File: src/source/execPkg.sv
package execPkg;

  // Widths shared by the execute stage
  localparam int aluCtrlWidth = 6;
  localparam int flagsWidth = 5;
  localparam int regAddrWidth = 4;

  // Flag vector layout, Q on top
  localparam int flagQ = 4;
  localparam int flagN = 3;
  localparam int flagZ = 2;
  localparam int flagC = 1;
  localparam int flagV = 0;

  // ALU control codes
  localparam logic [aluCtrlWidth-1:0] opAdd    = 6'b100000;
  localparam logic [aluCtrlWidth-1:0] opAdc    = 6'b100001;
  localparam logic [aluCtrlWidth-1:0] opQadd   = 6'b100010;
  localparam logic [aluCtrlWidth-1:0] opSub    = 6'b100011;
  localparam logic [aluCtrlWidth-1:0] opSbc    = 6'b100100;
  localparam logic [aluCtrlWidth-1:0] opRsb    = 6'b100101;
  localparam logic [aluCtrlWidth-1:0] opQsub   = 6'b100110;
  localparam logic [aluCtrlWidth-1:0] opMul    = 6'b100111;
  localparam logic [aluCtrlWidth-1:0] opMla    = 6'b101000;
  localparam logic [aluCtrlWidth-1:0] opMls    = 6'b101001;
  localparam logic [aluCtrlWidth-1:0] opUmull  = 6'b101010;
  localparam logic [aluCtrlWidth-1:0] opUmlal  = 6'b101011;
  localparam logic [aluCtrlWidth-1:0] opSmull  = 6'b101100;
  localparam logic [aluCtrlWidth-1:0] opSmlal  = 6'b101101;
  localparam logic [aluCtrlWidth-1:0] opUdiv   = 6'b101110;
  localparam logic [aluCtrlWidth-1:0] opSdiv   = 6'b101111;
  localparam logic [aluCtrlWidth-1:0] opAnd    = 6'b110000;
  localparam logic [aluCtrlWidth-1:0] opBic    = 6'b110001;
  localparam logic [aluCtrlWidth-1:0] opOrr    = 6'b110010;
  localparam logic [aluCtrlWidth-1:0] opOrn    = 6'b110011;
  localparam logic [aluCtrlWidth-1:0] opEor    = 6'b110100;
  localparam logic [aluCtrlWidth-1:0] opCmn    = 6'b110101;
  localparam logic [aluCtrlWidth-1:0] opTst    = 6'b110110;
  localparam logic [aluCtrlWidth-1:0] opTeq    = 6'b110111;
  localparam logic [aluCtrlWidth-1:0] opCmp    = 6'b111000;
  localparam logic [aluCtrlWidth-1:0] opMov    = 6'b111001;
  localparam logic [aluCtrlWidth-1:0] opRshift = 6'b111010;
  localparam logic [aluCtrlWidth-1:0] opAshift = 6'b111011;
  localparam logic [aluCtrlWidth-1:0] opLshift = 6'b111100;
  localparam logic [aluCtrlWidth-1:0] opRor    = 6'b111101;
  localparam logic [aluCtrlWidth-1:0] opRrx    = 6'b111110;
  localparam logic [aluCtrlWidth-1:0] opEon    = 6'b111111;
  localparam logic [aluCtrlWidth-1:0] opB      = 6'b010000;
  localparam logic [aluCtrlWidth-1:0] opCbz    = 6'b010010;
  localparam logic [aluCtrlWidth-1:0] opCbnz   = 6'b010011;

  // Op classes
  function automatic logic isLongMul(input logic [aluCtrlWidth-1:0] op);
    return op inside {opUmull, opUmlal, opSmull, opSmlal};
  endfunction

  // Long ops that read rdHi as accumulator high word
  function automatic logic isAccLong(input logic [aluCtrlWidth-1:0] op);
    return op inside {opUmlal, opSmlal};
  endfunction

  function automatic logic isFlagOnly(input logic [aluCtrlWidth-1:0] op);
    return op inside {opCmn, opCmp, opTst, opTeq};
  endfunction

  function automatic logic isBranch(input logic [aluCtrlWidth-1:0] op);
    return op inside {opB, opCbz, opCbnz};
  endfunction

endpackage

File: src/source/retireStage.sv
`timescale 1ns/100ps

module retireStage import execPkg::*; #(
  parameter int dataWidth = 32
) (
  input  logic                    clk,
  input  logic                    rstN,
  input  logic                    issue,
  input  logic [aluCtrlWidth-1:0] aluControl,
  input  logic [regAddrWidth-1:0] rd,
  input  logic [regAddrWidth-1:0] rdHi,
  input  logic                    setFlags,
  input  logic [2*dataWidth-1:0]  result,
  input  logic [flagsWidth-1:0]   aluFlags,
  input  logic [flagsWidth-1:0]   flagsUpdate,
  output logic                    wenLo,
  output logic [regAddrWidth-1:0] waddrLo,
  output logic [dataWidth-1:0]    wdataLo,
  output logic                    wenHi,
  output logic [regAddrWidth-1:0] waddrHi,
  output logic [dataWidth-1:0]    wdataHi,
  output logic                    carryOut,
  output logic                    retireValid,
  output logic [2*dataWidth-1:0]  retireResult,
  output logic [flagsWidth-1:0]   retireFlags
);

  logic                    validQ;
  logic                    wenLoQ;
  logic                    wenHiQ;
  logic                    setFlagsQ;
  logic [2*dataWidth-1:0]  resultQ;
  logic [flagsWidth-1:0]   flagsQ;
  logic [flagsWidth-1:0]   updQ;
  logic [regAddrWidth-1:0] rdQ;
  logic [regAddrWidth-1:0] rdHiQ;
  logic [flagsWidth-1:0]   storedFlags;
  logic [flagsWidth-1:0]   flagsNext;

  always_ff @(posedge clk or negedge rstN) begin
    if (!rstN) begin
      validQ <= 1'b0;
      wenLoQ <= 1'b0;
      wenHiQ <= 1'b0;
      setFlagsQ <= 1'b0;
    end else begin
      validQ <= issue;
      wenLoQ <= issue && !isFlagOnly(aluControl) && !isBranch(aluControl);
      wenHiQ <= issue && isLongMul(aluControl);
      setFlagsQ <= issue && setFlags;
    end
  end

  always_ff @(posedge clk) begin
    if (issue) begin
      resultQ <= result;
      flagsQ <= aluFlags;
      updQ <= flagsUpdate;
      rdQ <= rd;
      rdHiQ <= rdHi;
    end
  end

  // Flags as they will be after this retire
  always_comb begin
    flagsNext = storedFlags;
    if (setFlagsQ) begin
      for (int i = 0; i < flagsWidth; i++) begin
        if (updQ[i]) begin
          flagsNext[i] = flagsQ[i];
        end
      end
    end
    // Q is sticky and ignores setFlags
    flagsNext[flagQ] = storedFlags[flagQ] | (validQ & updQ[flagQ] & flagsQ[flagQ]);
  end

  always_ff @(posedge clk or negedge rstN) begin
    if (!rstN) begin
      storedFlags <= '0;
    end else begin
      storedFlags <= flagsNext;
    end
  end

  assign wenLo = wenLoQ;
  assign waddrLo = rdQ;
  assign wdataLo = resultQ[dataWidth-1:0];
  assign wenHi = wenHiQ;
  assign waddrHi = rdHiQ;
  assign wdataHi = resultQ[2*dataWidth-1:dataWidth];

  // Carry for an issue in the retire cycle
  assign carryOut = flagsNext[flagC];

  assign retireValid = validQ;
  assign retireResult = resultQ;
  assign retireFlags = flagsNext;

endmodule

File: config.mk
export PLATFORM = sky130hd
export DESIGN_NAME = retireStage
export DESIGN_NICKNAME = d
export VERILOG_FILES = /design/src/source/execPkg.sv /design/src/source/retireStage.sv
export SDC_FILE = /design/constraint.sdc
export NUM_CORES = 1
export LEC_CHECK = 0
export BUFFER_PORTS_ARGS = -buffer_cell sky130_fd_sc_hd__buf_2
export CORE_AREA = 2 2 92 94
export CTS_BUF_LIST = sky130_fd_sc_hd__clkbuf_8
export CTS_CLUSTER_SIZE = 16
export DETAILED_ROUTE_END_ITERATION = 7
export DIE_AREA = 0 0 94 96
export PLACE_DENSITY_LB_ADDON = 0.05
export SLEW_MARGIN = 10
export SYNTH_ARGS = -nofsm -noshare
export SYNTH_HDL_FRONTEND = slang
export SYNTH_SLANG_ARGS = --single-unit
File: constraint.sdc
create_clock -name clk -period 1.95 [get_ports clk]
set_clock_uncertainty 0.1 [all_clocks]
set_input_delay 0.0975 -clock clk [delete_from_list [all_inputs] [get_ports clk]]
set_output_delay 0.0975 -clock clk [all_outputs]
set_load 0.005 [all_outputs]
# [After elaboration in Yosys (flattened, before gate mapping)]
# Index checks and enable logic that the tools add are counted.
[classes] n_eq_ne=11 muxes=5 bitwise=3 n_reduce_logical=9
[ops] cell="$eq 6x6->1 const B" n=8
[ops] cell="$eq 6x5->1 const B" n=3
[ops] cell="$reduce_bool 4->1" n=2
[ops] cell="$logic_and 1x1->1" n=4
[ops] cell="$mux 1" n=4
[ops] cell="$mux 4" n=1
[ops] cell="$reduce_bool 3->1" n=1
[ops] cell="$and 1x1->1" n=2
[ops] cell="$logic_not 1->1" n=2
[ops] cell="$or 1x1->1" n=1
[totals] ff_bits=91 input_bits=92

# [Logic depth before layout (Yosys ltp)]
[depth] depth_word=5 ltp_mapped=3 depth_no_buf=3

# [Worst setup path after synthesis]
# OpenSTA, ideal clock, no wires.
[synth_timing] path_type="flip-flop to output port" from="register setFlagsQ" to="output retireFlags[1]" arrival_time_ns=0.936 t_required_ns=1.752 path_slack_ns=0.816 stages_incl_launch_ff=4 path_cell_list="dfrtp_1 nand2_1 mux2_2 buf_4"
[synth_via] elab_chain_len=1
[synth_lines] item="from (decl)" line_no="retireStage.sv:31" source="logic setFlagsQ;"
[synth_lines] item="from (signal assigned)" line_no="retireStage.sv:50" source="setFlagsQ <= issue && setFlags;"
[synth_lines] item="$mux 4" line_no="retireStage.sv:67" source="if (setFlagsQ) begin"
[synth_lines] item="to (decl)" line_no="retireStage.sv:25" source="output logic [flagsWidth-1:0] retireFlags"
# Every way passes these cells.

# [Worst setup path in the final report]
[layout_timing] from="input aluControl[3]" to="register wenHiQ (netlist: wenHi)"
[layout_via] elab_chain_len=3
[layout_lines] item="from (decl)" line_no="retireStage.sv:9" source="input logic [aluCtrlWidth-1:0] aluControl,"
[layout_lines] item="$eq 6x6->1" line_no="execPkg.sv:54" source="return op inside {opUmull, opUmlal, opSmull, opSmlal};"
[layout_lines] item="$reduce_bool 4->1 *" line_no="execPkg.sv:54"
[layout_lines] item="$logic_and 1x1->1 *" line_no="retireStage.sv:49" source="wenHiQ <= issue && isLongMul(aluControl);"
[layout_lines] item="to (signal assigned)" line_no="retireStage.sv:49"
[layout_lines] item="to (decl)" line_no="retireStage.sv:30" source="logic wenHiQ;"
# Mark *: on every way between the ends. The rest lies on a longest branch, timed or not.
# A chain may end at the register's enable or synchronous reset.

==> flow_summary.json <==
{
  "status": "completed",
  "multiInputGateArea_um2": 147.6,
  "clockBufferDepth": 2,
  "place_ws_ns": 0.7755,
  "final_antenna_net_count": 0,
  "wl_per_cell_um": 13.97,
  "syn_avg_cell_area_um2": 19.01,
  "max_freq_ghz": 0.5351,
  "path_clk_slew_ns": 0.08,
  "cts.sinks": 91,
  "post-route-period-util_pct": 95.83,
  "slew_violations": 0,
  "critPathRequiredTime_ns": 2.12,
  "maxSlewHeadroom_pct": 71.28,
  "drive_gt1_share_pct": 56.54,
  "port_buffers": 236,
  "die_x_um": 94,
  "worstMarginPinSlew_ns": 0.4307,
  "n_antenna_cell": 0,
  "final_hold_viol_count": 0,
  "syn_inst": 175,
  "gp_congestion": 0.7095,
  "dpl.hpwl_um": 5056,
  "cts_resized": 0,
  "clock_latency_ns": 0.34,
  "htreeDepth": 3,
  "peakVddDrop_mv": 0.4505,
  "final-seq-area_um2": 2688,
  "grt_pass1_wl_um": 11040,
  "hp-class": "input port to asynchronous set/reset pin",
  "crit_arrival_ns": 2.04,
  "powerDensity_nw_per_um2": 785.2,
  "tns_ns": 0,
  "grt_pass1_vias": 2308,
  "fill_cells": 614,
  "syn_area_um2": 3327,
  "drv_cap": 0,
  "worst-path-max-fanout": 3,
  "wirelength_um": 7766,
  "worstSetupPathType": "input port to flip-flop",
  "cts_tree": "done",
  "die_area_um2": 9024,
  "worst_slack_ns": 0.08122,
  "vias": 2337,
  "period_minus_slack_ns": 1.869,
  "grt-ovfl-total": 0,
  "cts_buffers": 9,
  "synthesis.nets": 267,
  "synth.distinct_cells": 13,
  "fin_nets": 539,
  "synth_warnings": 0,
  "grt_max_degree": 87,
  "antenna_found_initial": 0,
  "first_iter_violations": 53,
  "critPathCaptureType": "flip-flop",
  "pin_count": 237,
  "syn_to_final_growth_pct": 57.50,
  "first_pass_iters": 4,
  "start_util_pct": 41.32,
  "synth_seq_area_share_pct": 80.78,
  "coreArea_um2": 8051,
  "rsz0062_at_grt": "no",
  "drc_errors": 0,
  "grt_usage_pct": 16.50,
  "ys_ff_latch": 91,
  "viasPerCell": 4.203,
  "timing.hold.ws_ns": 0.06397,
  "root_buffer": "clkbuf_8",
  "finalSetupViolations": 0,
  "leakage_nw": 2.369,
  "start_kind": "input port",
  "dieHeight_um": 96,
  "num_rows": 33
}
stage by stage:
stage	area, um2	power [W]	util, %	instances
2_1_floorplan	3327	0.002631	-	175
3_3_place_gp	4174	0.002866	51.84	452
3_5_place_dp	4174	0.002869	51.84	452
4_1_cts	5240	0.004152	65.08	556
5_1_grt	5240	0.004311	65.08	556
6_report	5240	0.004114	65.08	556
cell families (layout without fill, tap and decap cells):
kind of cell | Yosys count | count (layout) | share of synthesized area, %
muxes | 4 | 4 | 1.354
buffers and inverters | 66 | 342 | 14.78
xor gates and xnor gates | 3 | 3 | 0.7899
and+or+nand+nor | 8 | 8 | 1.279
AOI/OAI and AO/OA | 3 | 3 | 1.015
DFF | 91 | 91 | 80.78
layout by cell type (no fill, tap or decap):
cell / count
clkinv_2: 2
buf_4: 1
nand4b_1: 2
o311a_1: 1
nor2_1: 1
nand2_1: 4
dlygate4sd3_1: 89
mux2_2: 4
xnor2_1: 3
buf_12: 1
buf_2: 235
a31o_2: 1
bufinv_16: 1
edfxtp_1: 82
o2111ai_2: 1
inv_1: 4
and2_1: 1
clkbuf_8: 9
dfrtp_1: 9
final cells by class:
class	instances	share of cell area (%)
clock inverter	6	0.9790
inverter	1	0.07163
tap	105	2.507
timing repair buffer	326	39.97
multi-input combinational	18	2.818
clock buffer	9	2.364
sequential	91	51.29
state kept, by name (all words and copies together), names as in the netlist:
register      flops
retireResult     64
flagsQ            5
storedFlags       5
updQ              5
waddrHi           4
waddrLo           4
retireValid       1
setFlagsQ         1
wenHi             1
wenLo             1
timing repair:
action / in CTS / in global routing
endpoints found under the hold margin: 94 / 0
hold buffers: 89 / 0
buffers inserted: 0 / 0
critical path: stages:
cell and delay (ns):
dlygate4sd3_1 0.53, buf_2 0.12, nand4b_1 0.09, dlygate4sd3_1 0.57, nor2_1 0.09, dlygate4sd3_1 0.55
path summary, 6_finish.rpt:
path                                      from             end  slack [ns]  cells past startpoint
worst max-delay path             aluControl[3]           wenHi        0.08                      6
worst min-delay path                      rstN           wenHi        0.06                      2
worst max register to register       setFlagsQ  storedFlags[1]        0.87                      2
worst min register to register  storedFlags[4]  storedFlags[4]        0.36                      1
max in group asynchronous                 rstN  storedFlags[3]        1.50                      2
min in group clk                         issue     retireValid        0.12                      2
cells in the mapped netlist:
library cell,n,area share (%)
a31o_2,1,0.26
and2_1,1,0.19
buf_4,65,15
dfrtp_1,9,6.8
edfxtp_1,82,74
inv_1,1,0.11
mux2_2,4,1.4
nand2_1,4,0.45
nand4b_1,2,0.53
nor2_1,1,0.11
o2111ai_2,1,0.45
o311a_1,1,0.30
xnor2_1,3,0.79
layer usage:
layer  up-vias  wire length [um]  track usage (%)
met4         0               145            6.884
li1       1108                 -                -
met3        13               549            3.759
met1      1092              2694            17.37
met5         -                 0                0
met2       124              4377            31.61
power by group:
part           internal [W]  switching (W)  total [W]
Sequential          0.00231      0.0000649    0.00237
Clock              0.000568       0.000580    0.00115
Combinational      0.000363       0.000232   0.000596
No activity file was read; power rests on OpenSTA's default activity.
