$ cat src/source/execPkg.sv
package execPkg;

  // Widths shared by the execute stage
  localparam int aluCtrlWidth = 6;
  localparam int flagsWidth = 5;
  localparam int regAddrWidth = 4;

  // Flag vector layout, Q on top
  localparam int flagQ = 4;
  localparam int flagN = 3;
  localparam int flagZ = 2;
  localparam int flagC = 1;
  localparam int flagV = 0;

  // ALU control codes
  localparam logic [aluCtrlWidth-1:0] opAdd    = 6'b100000;
  localparam logic [aluCtrlWidth-1:0] opAdc    = 6'b100001;
  localparam logic [aluCtrlWidth-1:0] opQadd   = 6'b100010;
  localparam logic [aluCtrlWidth-1:0] opSub    = 6'b100011;
  localparam logic [aluCtrlWidth-1:0] opSbc    = 6'b100100;
  localparam logic [aluCtrlWidth-1:0] opRsb    = 6'b100101;
  localparam logic [aluCtrlWidth-1:0] opQsub   = 6'b100110;
  localparam logic [aluCtrlWidth-1:0] opMul    = 6'b100111;
  localparam logic [aluCtrlWidth-1:0] opMla    = 6'b101000;
  localparam logic [aluCtrlWidth-1:0] opMls    = 6'b101001;
  localparam logic [aluCtrlWidth-1:0] opUmull  = 6'b101010;
  localparam logic [aluCtrlWidth-1:0] opUmlal  = 6'b101011;
  localparam logic [aluCtrlWidth-1:0] opSmull  = 6'b101100;
  localparam logic [aluCtrlWidth-1:0] opSmlal  = 6'b101101;
  localparam logic [aluCtrlWidth-1:0] opUdiv   = 6'b101110;
  localparam logic [aluCtrlWidth-1:0] opSdiv   = 6'b101111;
  localparam logic [aluCtrlWidth-1:0] opAnd    = 6'b110000;
  localparam logic [aluCtrlWidth-1:0] opBic    = 6'b110001;
  localparam logic [aluCtrlWidth-1:0] opOrr    = 6'b110010;
  localparam logic [aluCtrlWidth-1:0] opOrn    = 6'b110011;
  localparam logic [aluCtrlWidth-1:0] opEor    = 6'b110100;
  localparam logic [aluCtrlWidth-1:0] opCmn    = 6'b110101;
  localparam logic [aluCtrlWidth-1:0] opTst    = 6'b110110;
  localparam logic [aluCtrlWidth-1:0] opTeq    = 6'b110111;
  localparam logic [aluCtrlWidth-1:0] opCmp    = 6'b111000;
  localparam logic [aluCtrlWidth-1:0] opMov    = 6'b111001;
  localparam logic [aluCtrlWidth-1:0] opRshift = 6'b111010;
  localparam logic [aluCtrlWidth-1:0] opAshift = 6'b111011;
  localparam logic [aluCtrlWidth-1:0] opLshift = 6'b111100;
  localparam logic [aluCtrlWidth-1:0] opRor    = 6'b111101;
  localparam logic [aluCtrlWidth-1:0] opRrx    = 6'b111110;
  localparam logic [aluCtrlWidth-1:0] opEon    = 6'b111111;
  localparam logic [aluCtrlWidth-1:0] opB      = 6'b010000;
  localparam logic [aluCtrlWidth-1:0] opCbz    = 6'b010010;
  localparam logic [aluCtrlWidth-1:0] opCbnz   = 6'b010011;

  // Op classes
  function automatic logic isLongMul(input logic [aluCtrlWidth-1:0] op);
    return op inside {opUmull, opUmlal, opSmull, opSmlal};
  endfunction

  // Long ops that read rdHi as accumulator high word
  function automatic logic isAccLong(input logic [aluCtrlWidth-1:0] op);
    return op inside {opUmlal, opSmlal};
  endfunction

  function automatic logic isFlagOnly(input logic [aluCtrlWidth-1:0] op);
    return op inside {opCmn, opCmp, opTst, opTeq};
  endfunction

  function automatic logic isBranch(input logic [aluCtrlWidth-1:0] op);
    return op inside {opB, opCbz, opCbnz};
  endfunction

endpackage

$ cat src/source/operandSelect.sv
`timescale 1ns/100ps

module operandSelect import execPkg::*; #(
  parameter int dataWidth = 32
) (
  input  logic [aluCtrlWidth-1:0] aluControl,
  input  logic                    useImm,
  input  logic [dataWidth-1:0]    imm,
  input  logic [regAddrWidth-1:0] rn,
  input  logic [regAddrWidth-1:0] rm,
  input  logic [regAddrWidth-1:0] ra,
  input  logic [regAddrWidth-1:0] rd,
  input  logic [regAddrWidth-1:0] rdHi,
  input  logic [dataWidth-1:0]    rdataA,
  input  logic [dataWidth-1:0]    rdataB,
  input  logic [dataWidth-1:0]    rdataC,
  input  logic [dataWidth-1:0]    rdataD,
  input  logic                    retWenLo,
  input  logic [regAddrWidth-1:0] retAddrLo,
  input  logic [dataWidth-1:0]    retDataLo,
  input  logic                    retWenHi,
  input  logic [regAddrWidth-1:0] retAddrHi,
  input  logic [dataWidth-1:0]    retDataHi,
  output logic [regAddrWidth-1:0] raddrD,
  output logic [dataWidth-1:0]    opA,
  output logic [dataWidth-1:0]    opB,
  output logic [2*dataWidth-1:0]  mulOrigin,
  output logic [dataWidth-1:0]    cbzValue
);

  logic                 accLong;
  logic [dataWidth-1:0] valA;
  logic [dataWidth-1:0] valB;
  logic [dataWidth-1:0] valC;
  logic [dataWidth-1:0] valD;

  // Retire register bypass, high port takes priority like the file
  function automatic logic [dataWidth-1:0] forward(
    input logic [regAddrWidth-1:0] addr,
    input logic [dataWidth-1:0]    fileVal
  );
    logic [dataWidth-1:0] val;
    val = fileVal;
    if (retWenLo && (retAddrLo == addr)) begin
      val = retDataLo;
    end
    if (retWenHi && (retAddrHi == addr)) begin
      val = retDataHi;
    end
    return val;
  endfunction

  // Port D serves rdHi for accumulate longs, rd otherwise
  assign accLong = isAccLong(aluControl);
  assign raddrD = accLong ? rdHi : rd;

  always_comb begin
    valA = forward(rn, rdataA);
    valB = forward(rm, rdataB);
    valC = forward(ra, rdataC);
    valD = forward(raddrD, rdataD);
  end

  assign opA = valA;
  assign opB = useImm ? imm : valB;
  assign mulOrigin = {(accLong ? valD : {dataWidth{1'b0}}), valC};
  assign cbzValue = valD;

endmodule

$ cat config.mk
export PLATFORM = sky130hd
export DESIGN_NAME = operandSelect
export DESIGN_NICKNAME = d
export VERILOG_FILES = /design/src/source/execPkg.sv /design/src/source/operandSelect.sv
export SDC_FILE = /design/constraint.sdc
export NUM_CORES = 1
export LEC_CHECK = 0
export BUFFER_PORTS_ARGS = -buffer_cell sky130_fd_sc_hd__buf_2
export CAP_MARGIN = 20
export CORE_AREA = 2 2 167 169
export DETAILED_ROUTE_END_ITERATION = 8
export DIE_AREA = 0 0 169 171
export GPL_TIMING_DRIVEN = 0
export SLEW_MARGIN = 40
export SYNTH_ARGS = -nofsm -noshare
export SYNTH_HDL_FRONTEND = slang
export SYNTH_SLANG_ARGS = --single-unit
$ cat constraint.sdc
create_clock -name vclk -period 3.2
set_input_delay 0.48 -clock vclk [all_inputs]
set_output_delay 0.48 -clock vclk [all_outputs]
set_load 0.02 [all_outputs]
# Word level (Yosys, flattened, before mapping)
# Cells that the tools add are included.
# word_totals
input_bits	261
output_inout_bits	164
regBits	0
# op_classes
n_reduce_logical	9
n_eq_ne	10
muxes	11
# ops
operator	count
2-to-1 mux 32 bit	10
equality test 4 bit	8
equality test 6 bit, second input constant	2
logical AND 1 bit	8
2-to-1 mux 4 bit	1
nonzero test 2 bit	1

# Longest topological paths before layout
# logic_depth
word_depth	8
ltp_mapped	9
ltp_nobuf	6

# Worst setup path before layout
# Ideal clock, no wire load.
# synth_timing
path_type	input -> output
from	input aluControl[4]
to	output mulOrigin[62]
slack_ps	276
arrival_time_ps	2444
stages	9
required_ps	2720
n_path_buf	3
path_cell_list	nand4b_4 or2_0 buf_2 o21ai_1 a21oi_2 or2_1 buf_2 buf_6 a21oi_1
# synth_between
elab_chain_len	8
word_cells_on_any_way	11
classes_between	eq/ne (4); mux (4); reduce/logical (3)
# synth_lines
element	line	rtl
from (decl)	operandSelect.sv:6	input logic [aluCtrlWidth-1:0] aluControl,
equality test 6 bit	execPkg.sv:59	return op inside {opUmlal, opSmlal};
nonzero test 2 bit (*)	execPkg.sv:59	
2-to-1 mux 4 bit (*)	operandSelect.sv:55	assign raddrD = accLong ? rdHi : rd;
named net raddrD[3]	operandSelect.sv:24	output logic [regAddrWidth-1:0] raddrD,
equality test 4 bit	operandSelect.sv:44	if (retWenLo && (retAddrLo == addr)) begin
logical AND 1 bit	operandSelect.sv:44	
2-to-1 mux 32 bit	operandSelect.sv:44	
2-to-1 mux 32 bit (*)	operandSelect.sv:47	if (retWenHi && (retAddrHi == addr)) begin
2-to-1 mux 32 bit (*)	operandSelect.sv:66	assign mulOrigin = {(accLong ? valD : {dataWidth{1'b0}}), valC};
to (decl)	operandSelect.sv:27	output logic [2*dataWidth-1:0] mulOrigin,
# Mark *: on every way through the listed nets, which the timed path passes. The rest lies on a longest branch.

# Worst setup path in the final report
# layout_timing
from	input retAddrLo[2]
to	output opA[9]
# layout_between
elab_chain_len	4
# layout_lines
element	line	rtl
from (decl)	operandSelect.sv:19	input logic [regAddrWidth-1:0] retAddrLo,
equality test 4 bit	operandSelect.sv:44	
logical AND 1 bit	operandSelect.sv:44	
2-to-1 mux 32 bit	operandSelect.sv:44	
2-to-1 mux 32 bit	operandSelect.sv:47	
to (decl)	operandSelect.sv:25	output logic [dataWidth-1:0] opA,
# No other way between the ends.

==> impl_metrics.xml <==
<?xml version="1.0" encoding="UTF-8"?>
<metrics>
  <group name="logic_synthesis">
    <metric name="yosys.area.top_type_share" unit="%">24.12</metric>
    <metric name="total_standard_cell_area_after_synthesis" unit="um2">4109</metric>
    <metric name="net_count_of_the_mapped_netlist" unit="">890</metric>
    <metric name="syn_area_per_cell" unit="um2">6.532</metric>
    <metric name="post_synth_main_area_contributors" unit="">sky130_fd_sc_hd__mux2i_1, sky130_fd_sc_hd__a2bb2oi_1, sky130_fd_sc_hd__nand2_1</metric>
    <metric name="yosysWarningCount" unit="">0</metric>
    <metric name="netlist.top_cell.by_area" unit="">sky130_fd_sc_hd__mux2i_1</metric>
    <metric name="synth_cell_types" unit="">32</metric>
    <metric name="syn-instance-count" unit="">629</metric>
    <metric name="sequential_share_of_the_synthesized_area" unit="%">0</metric>
  </group>
  <group name="sta">
    <metric name="max_freq" unit="GHz">0.3198</metric>
    <metric name="finalSetupViolCount" unit="">0</metric>
    <metric name="rsz0062_at_grt" unit="">no</metric>
    <metric name="finalWorstPathRequiredPeriod" unit="ps">3127</metric>
    <metric name="timing.final.max_slew_violations" unit="">0</metric>
    <metric name="max_slew.worst_pin.slew" unit="ps">850.2</metric>
    <metric name="hold_violations" unit="">0</metric>
    <metric name="min_period_over_period" unit="%">97.70</metric>
    <metric name="timing.setup.tns" unit="ps">0</metric>
    <metric name="max-slew-margin-rel" unit="%">43.32</metric>
  </group>
  <group name="grt">
    <metric name="grt_pass1_wl" unit="um">43150</metric>
    <metric name="grt_use_total" unit="%">19.74</metric>
    <metric name="pin_count_of_the_biggest_net_entering_global_routing" unit="">12</metric>
    <metric name="grt_overflow_total" unit="">0</metric>
    <metric name="antenna_violations_before_repair" unit="">2</metric>
    <metric name="grt_pass1_vias" unit="">6918</metric>
  </group>
  <group name="die">
    <metric name="die_h" unit="um">171</metric>
    <metric name="num_io_pins" unit="">425</metric>
    <metric name="start_util" unit="%">15.04</metric>
    <metric name="num_rows" unit="">61</metric>
    <metric name="core_region_area" unit="um2">27320</metric>
    <metric name="die_width" unit="um">169</metric>
    <metric name="die_area" unit="um2">28900</metric>
  </group>
  <group name="routing">
    <metric name="antenna_left" unit="">0</metric>
    <metric name="drt-wirelength-per-cell" unit="um">21.99</metric>
    <metric name="viasPerCell" unit="">5.108</metric>
    <metric name="totalWireLength" unit="um">31030</metric>
    <metric name="first_iter_violations" unit="">463</metric>
    <metric name="drc" unit="">0</metric>
    <metric name="iteration_count_of_the_initial_detailed_routing_pass" unit="">5</metric>
    <metric name="detailroute.via_count" unit="">7207</metric>
  </group>
  <group name="layout">
    <metric name="nFillCells" unit="">3086</metric>
    <metric name="share_of_cells_above_drive_strength_1" unit="%">47.04</metric>
    <metric name="register_area" unit="um2">0</metric>
    <metric name="clockBufferCount" unit="">0</metric>
    <metric name="seq_cell_count" unit="">0</metric>
    <metric name="nNetsFinal" unit="">1326</metric>
    <metric name="synthToLayoutAreaGrowth" unit="%">69.73</metric>
    <metric name="fin_area" unit="um2">6974</metric>
  </group>
  <group name="setup_path">
    <metric name="worstSetupPathType" unit="">in2out</metric>
    <metric name="worst_path_most_repeated_cell" unit="">sky130_fd_sc_hd__buf_2</metric>
    <metric name="worst_path_largest_cell_delay" unit="ps">440</metric>
    <metric name="crit_slowest_cell" unit="">sky130_fd_sc_hd__buf_2</metric>
    <metric name="worstSetupStartpointType" unit="">primary input</metric>
    <metric name="timing.critical_path.buf_inv" unit="">4</metric>
    <metric name="cp_top_family" unit="">buffers and inverters</metric>
    <metric name="cp_max_fo" unit="">10</metric>
    <metric name="endpoint_kind" unit="">primary output</metric>
    <metric name="critPathRequiredTime" unit="ps">2720</metric>
    <metric name="timing.critical_path.cells" unit="">clkbuf_1, xnor2_1, nand2_1, nor4_4, buf_4, buf_2, mux2i_1, o21ai_0, buf_2</metric>
    <metric name="cp_data_arrival_time" unit="ps">2650</metric>
  </group>
  <group name="run_status">
    <metric name="outcome" unit="">complete, no violations</metric>
  </group>
  <group name="place">
    <metric name="buffer_ports.inserted" unit="">416</metric>
    <metric name="post_dp_cell_area" unit="um2">6679</metric>
    <metric name="place_congestion" unit="">0.8938</metric>
    <metric name="detailed_place_hpwl" unit="um">23960</metric>
  </group>
  <group name="worst_hold_path">
    <metric name="classification_of_the_worst_slack_hold_path" unit="">in2out</metric>
  </group>
  <group name="power">
    <metric name="p_leak" unit="nW">3.330</metric>
    <metric name="power.ir.vdd_worst" unit="mV">0.04474</metric>
    <metric name="power.density_cell_area" unit="nW/um2">161.5</metric>
  </group>
  <group name="clocking">
    <metric name="hold_buffers" unit="">0</metric>
  </group>
  <group name="job">
    <metric name="max_cap_viol_count" unit="">0</metric>
  </group>
</metrics>
area by class of cell:
type	count	area (um2)	area share, %
antenna	2	5.005	0.07176
buffer	65	329.1	4.718
inverter	4	15.01	0.2153
multi-input combinational	556	3929	56.33
tap	346	432.9	6.207
timing repair buffer	438	2263	32.45
layer usage:
metal / part of all wire [%] / GRT usage (%)
met1: 40 / 24.57
met2: 47 / 33.68
met3: 9.0 / 3.377
met4: 3.9 / 8.250
met5: 0 / 0
cell usage after synthesis, types with 2 or more instances:
library cell / count
sky130_fd_sc_hd__buf_2: 10
sky130_fd_sc_hd__clkbuf_1: 55
sky130_fd_sc_hd__xor2_1: 22
sky130_fd_sc_hd__a21oi_1: 33
sky130_fd_sc_hd__or2_2: 2
sky130_fd_sc_hd__a211o_1: 2
sky130_fd_sc_hd__inv_1: 4
sky130_fd_sc_hd__nand2_1: 109
sky130_fd_sc_hd__a21o_1: 32
sky130_fd_sc_hd__nor4_2: 6
sky130_fd_sc_hd__nor2_1: 32
sky130_fd_sc_hd__buf_4: 3
sky130_fd_sc_hd__a211oi_1: 32
sky130_fd_sc_hd__mux2i_1: 99
sky130_fd_sc_hd__a2bb2oi_1: 62
sky130_fd_sc_hd__xnor2_1: 13
sky130_fd_sc_hd__nand4_1: 2
sky130_fd_sc_hd__o31ai_1: 32
sky130_fd_sc_hd__o21ai_0: 66
where the power goes:
part	total (W)	leakage [nW]	switching [W]	internal, W
registers	0	0	0	0
logic	0.00113	3.33	0.000693	0.000433
clock network	0.0000000000840	0.0000127	0	0.0000000000839
total	0.00113	3.33	0.000693	0.000433
cells by family (layout without fill, tap and decap cells):
logic type	Yosys count	in the layout	share of synthesized area, %
AO/OA/AOI/OAI	263	263	44.09
XOR/XNOR	35	35	7.460
multiplexers	99	99	24.12
other	0	2	0
AND/OR/NAND/NOR	159	159	16.90
buffers and inverters	73	507	7.430
final timing paths:
| path | cells after the start | slack (ps) | end | start |
|---|---|---|---|---|
| worst min-delay path | 3 | 1280 | opB[16] | imm[16] |
| worst max-delay path | 9 | 70 | opA[9] | retAddrLo[2] |
layout by cell type (no fill, tap or decap), drive strengths merged:
cell and count:
a211o 2, a211oi 32, a21o 32, a21oi 34, a2bb2oi 62, and2 1, buf 456, clkbuf 47
diode 2, inv 4, mux2i 99, nand2 109, nand3 1, nand4 2, nand4b 1, nor2 33
nor3 1, nor4 7, o21ai 67, o221ai 1, o22ai 1, o31ai 32, or2 4, xnor2 13
xor2 22
metrics by stage:
| stage | setup slack [ps] | total power (W) | utilization, % | hold slack [ps] | cells |
|---|---|---|---|---|---|
| 2_1_floorplan | 276.5 | 0.0005700 | - | 1121 | 629 |
| 3_3_place_gp | -736.2 | 0.001057 | 24.24 | 1278 | 1391 |
| 3_5_place_dp | -637.8 | 0.001073 | 24.44 | 1275 | 1392 |
| 4_1_cts | 19.17 | 0.001104 | 25.30 | 1277 | 1409 |
| 5_1_grt | 2.456 | 0.001195 | 25.52 | 1285 | 1411 |
| 6_report | 73.47 | 0.001126 | 25.52 | 1275 | 1411 |
timing repair:
action / in CTS / in global routing
buffers inserted: 20 / 1
setup endpoints to repair: 138 / 80
gates resized for setup: 36 / 29
pin swaps: 7 / 2
(Power assumes the default switching activity.)
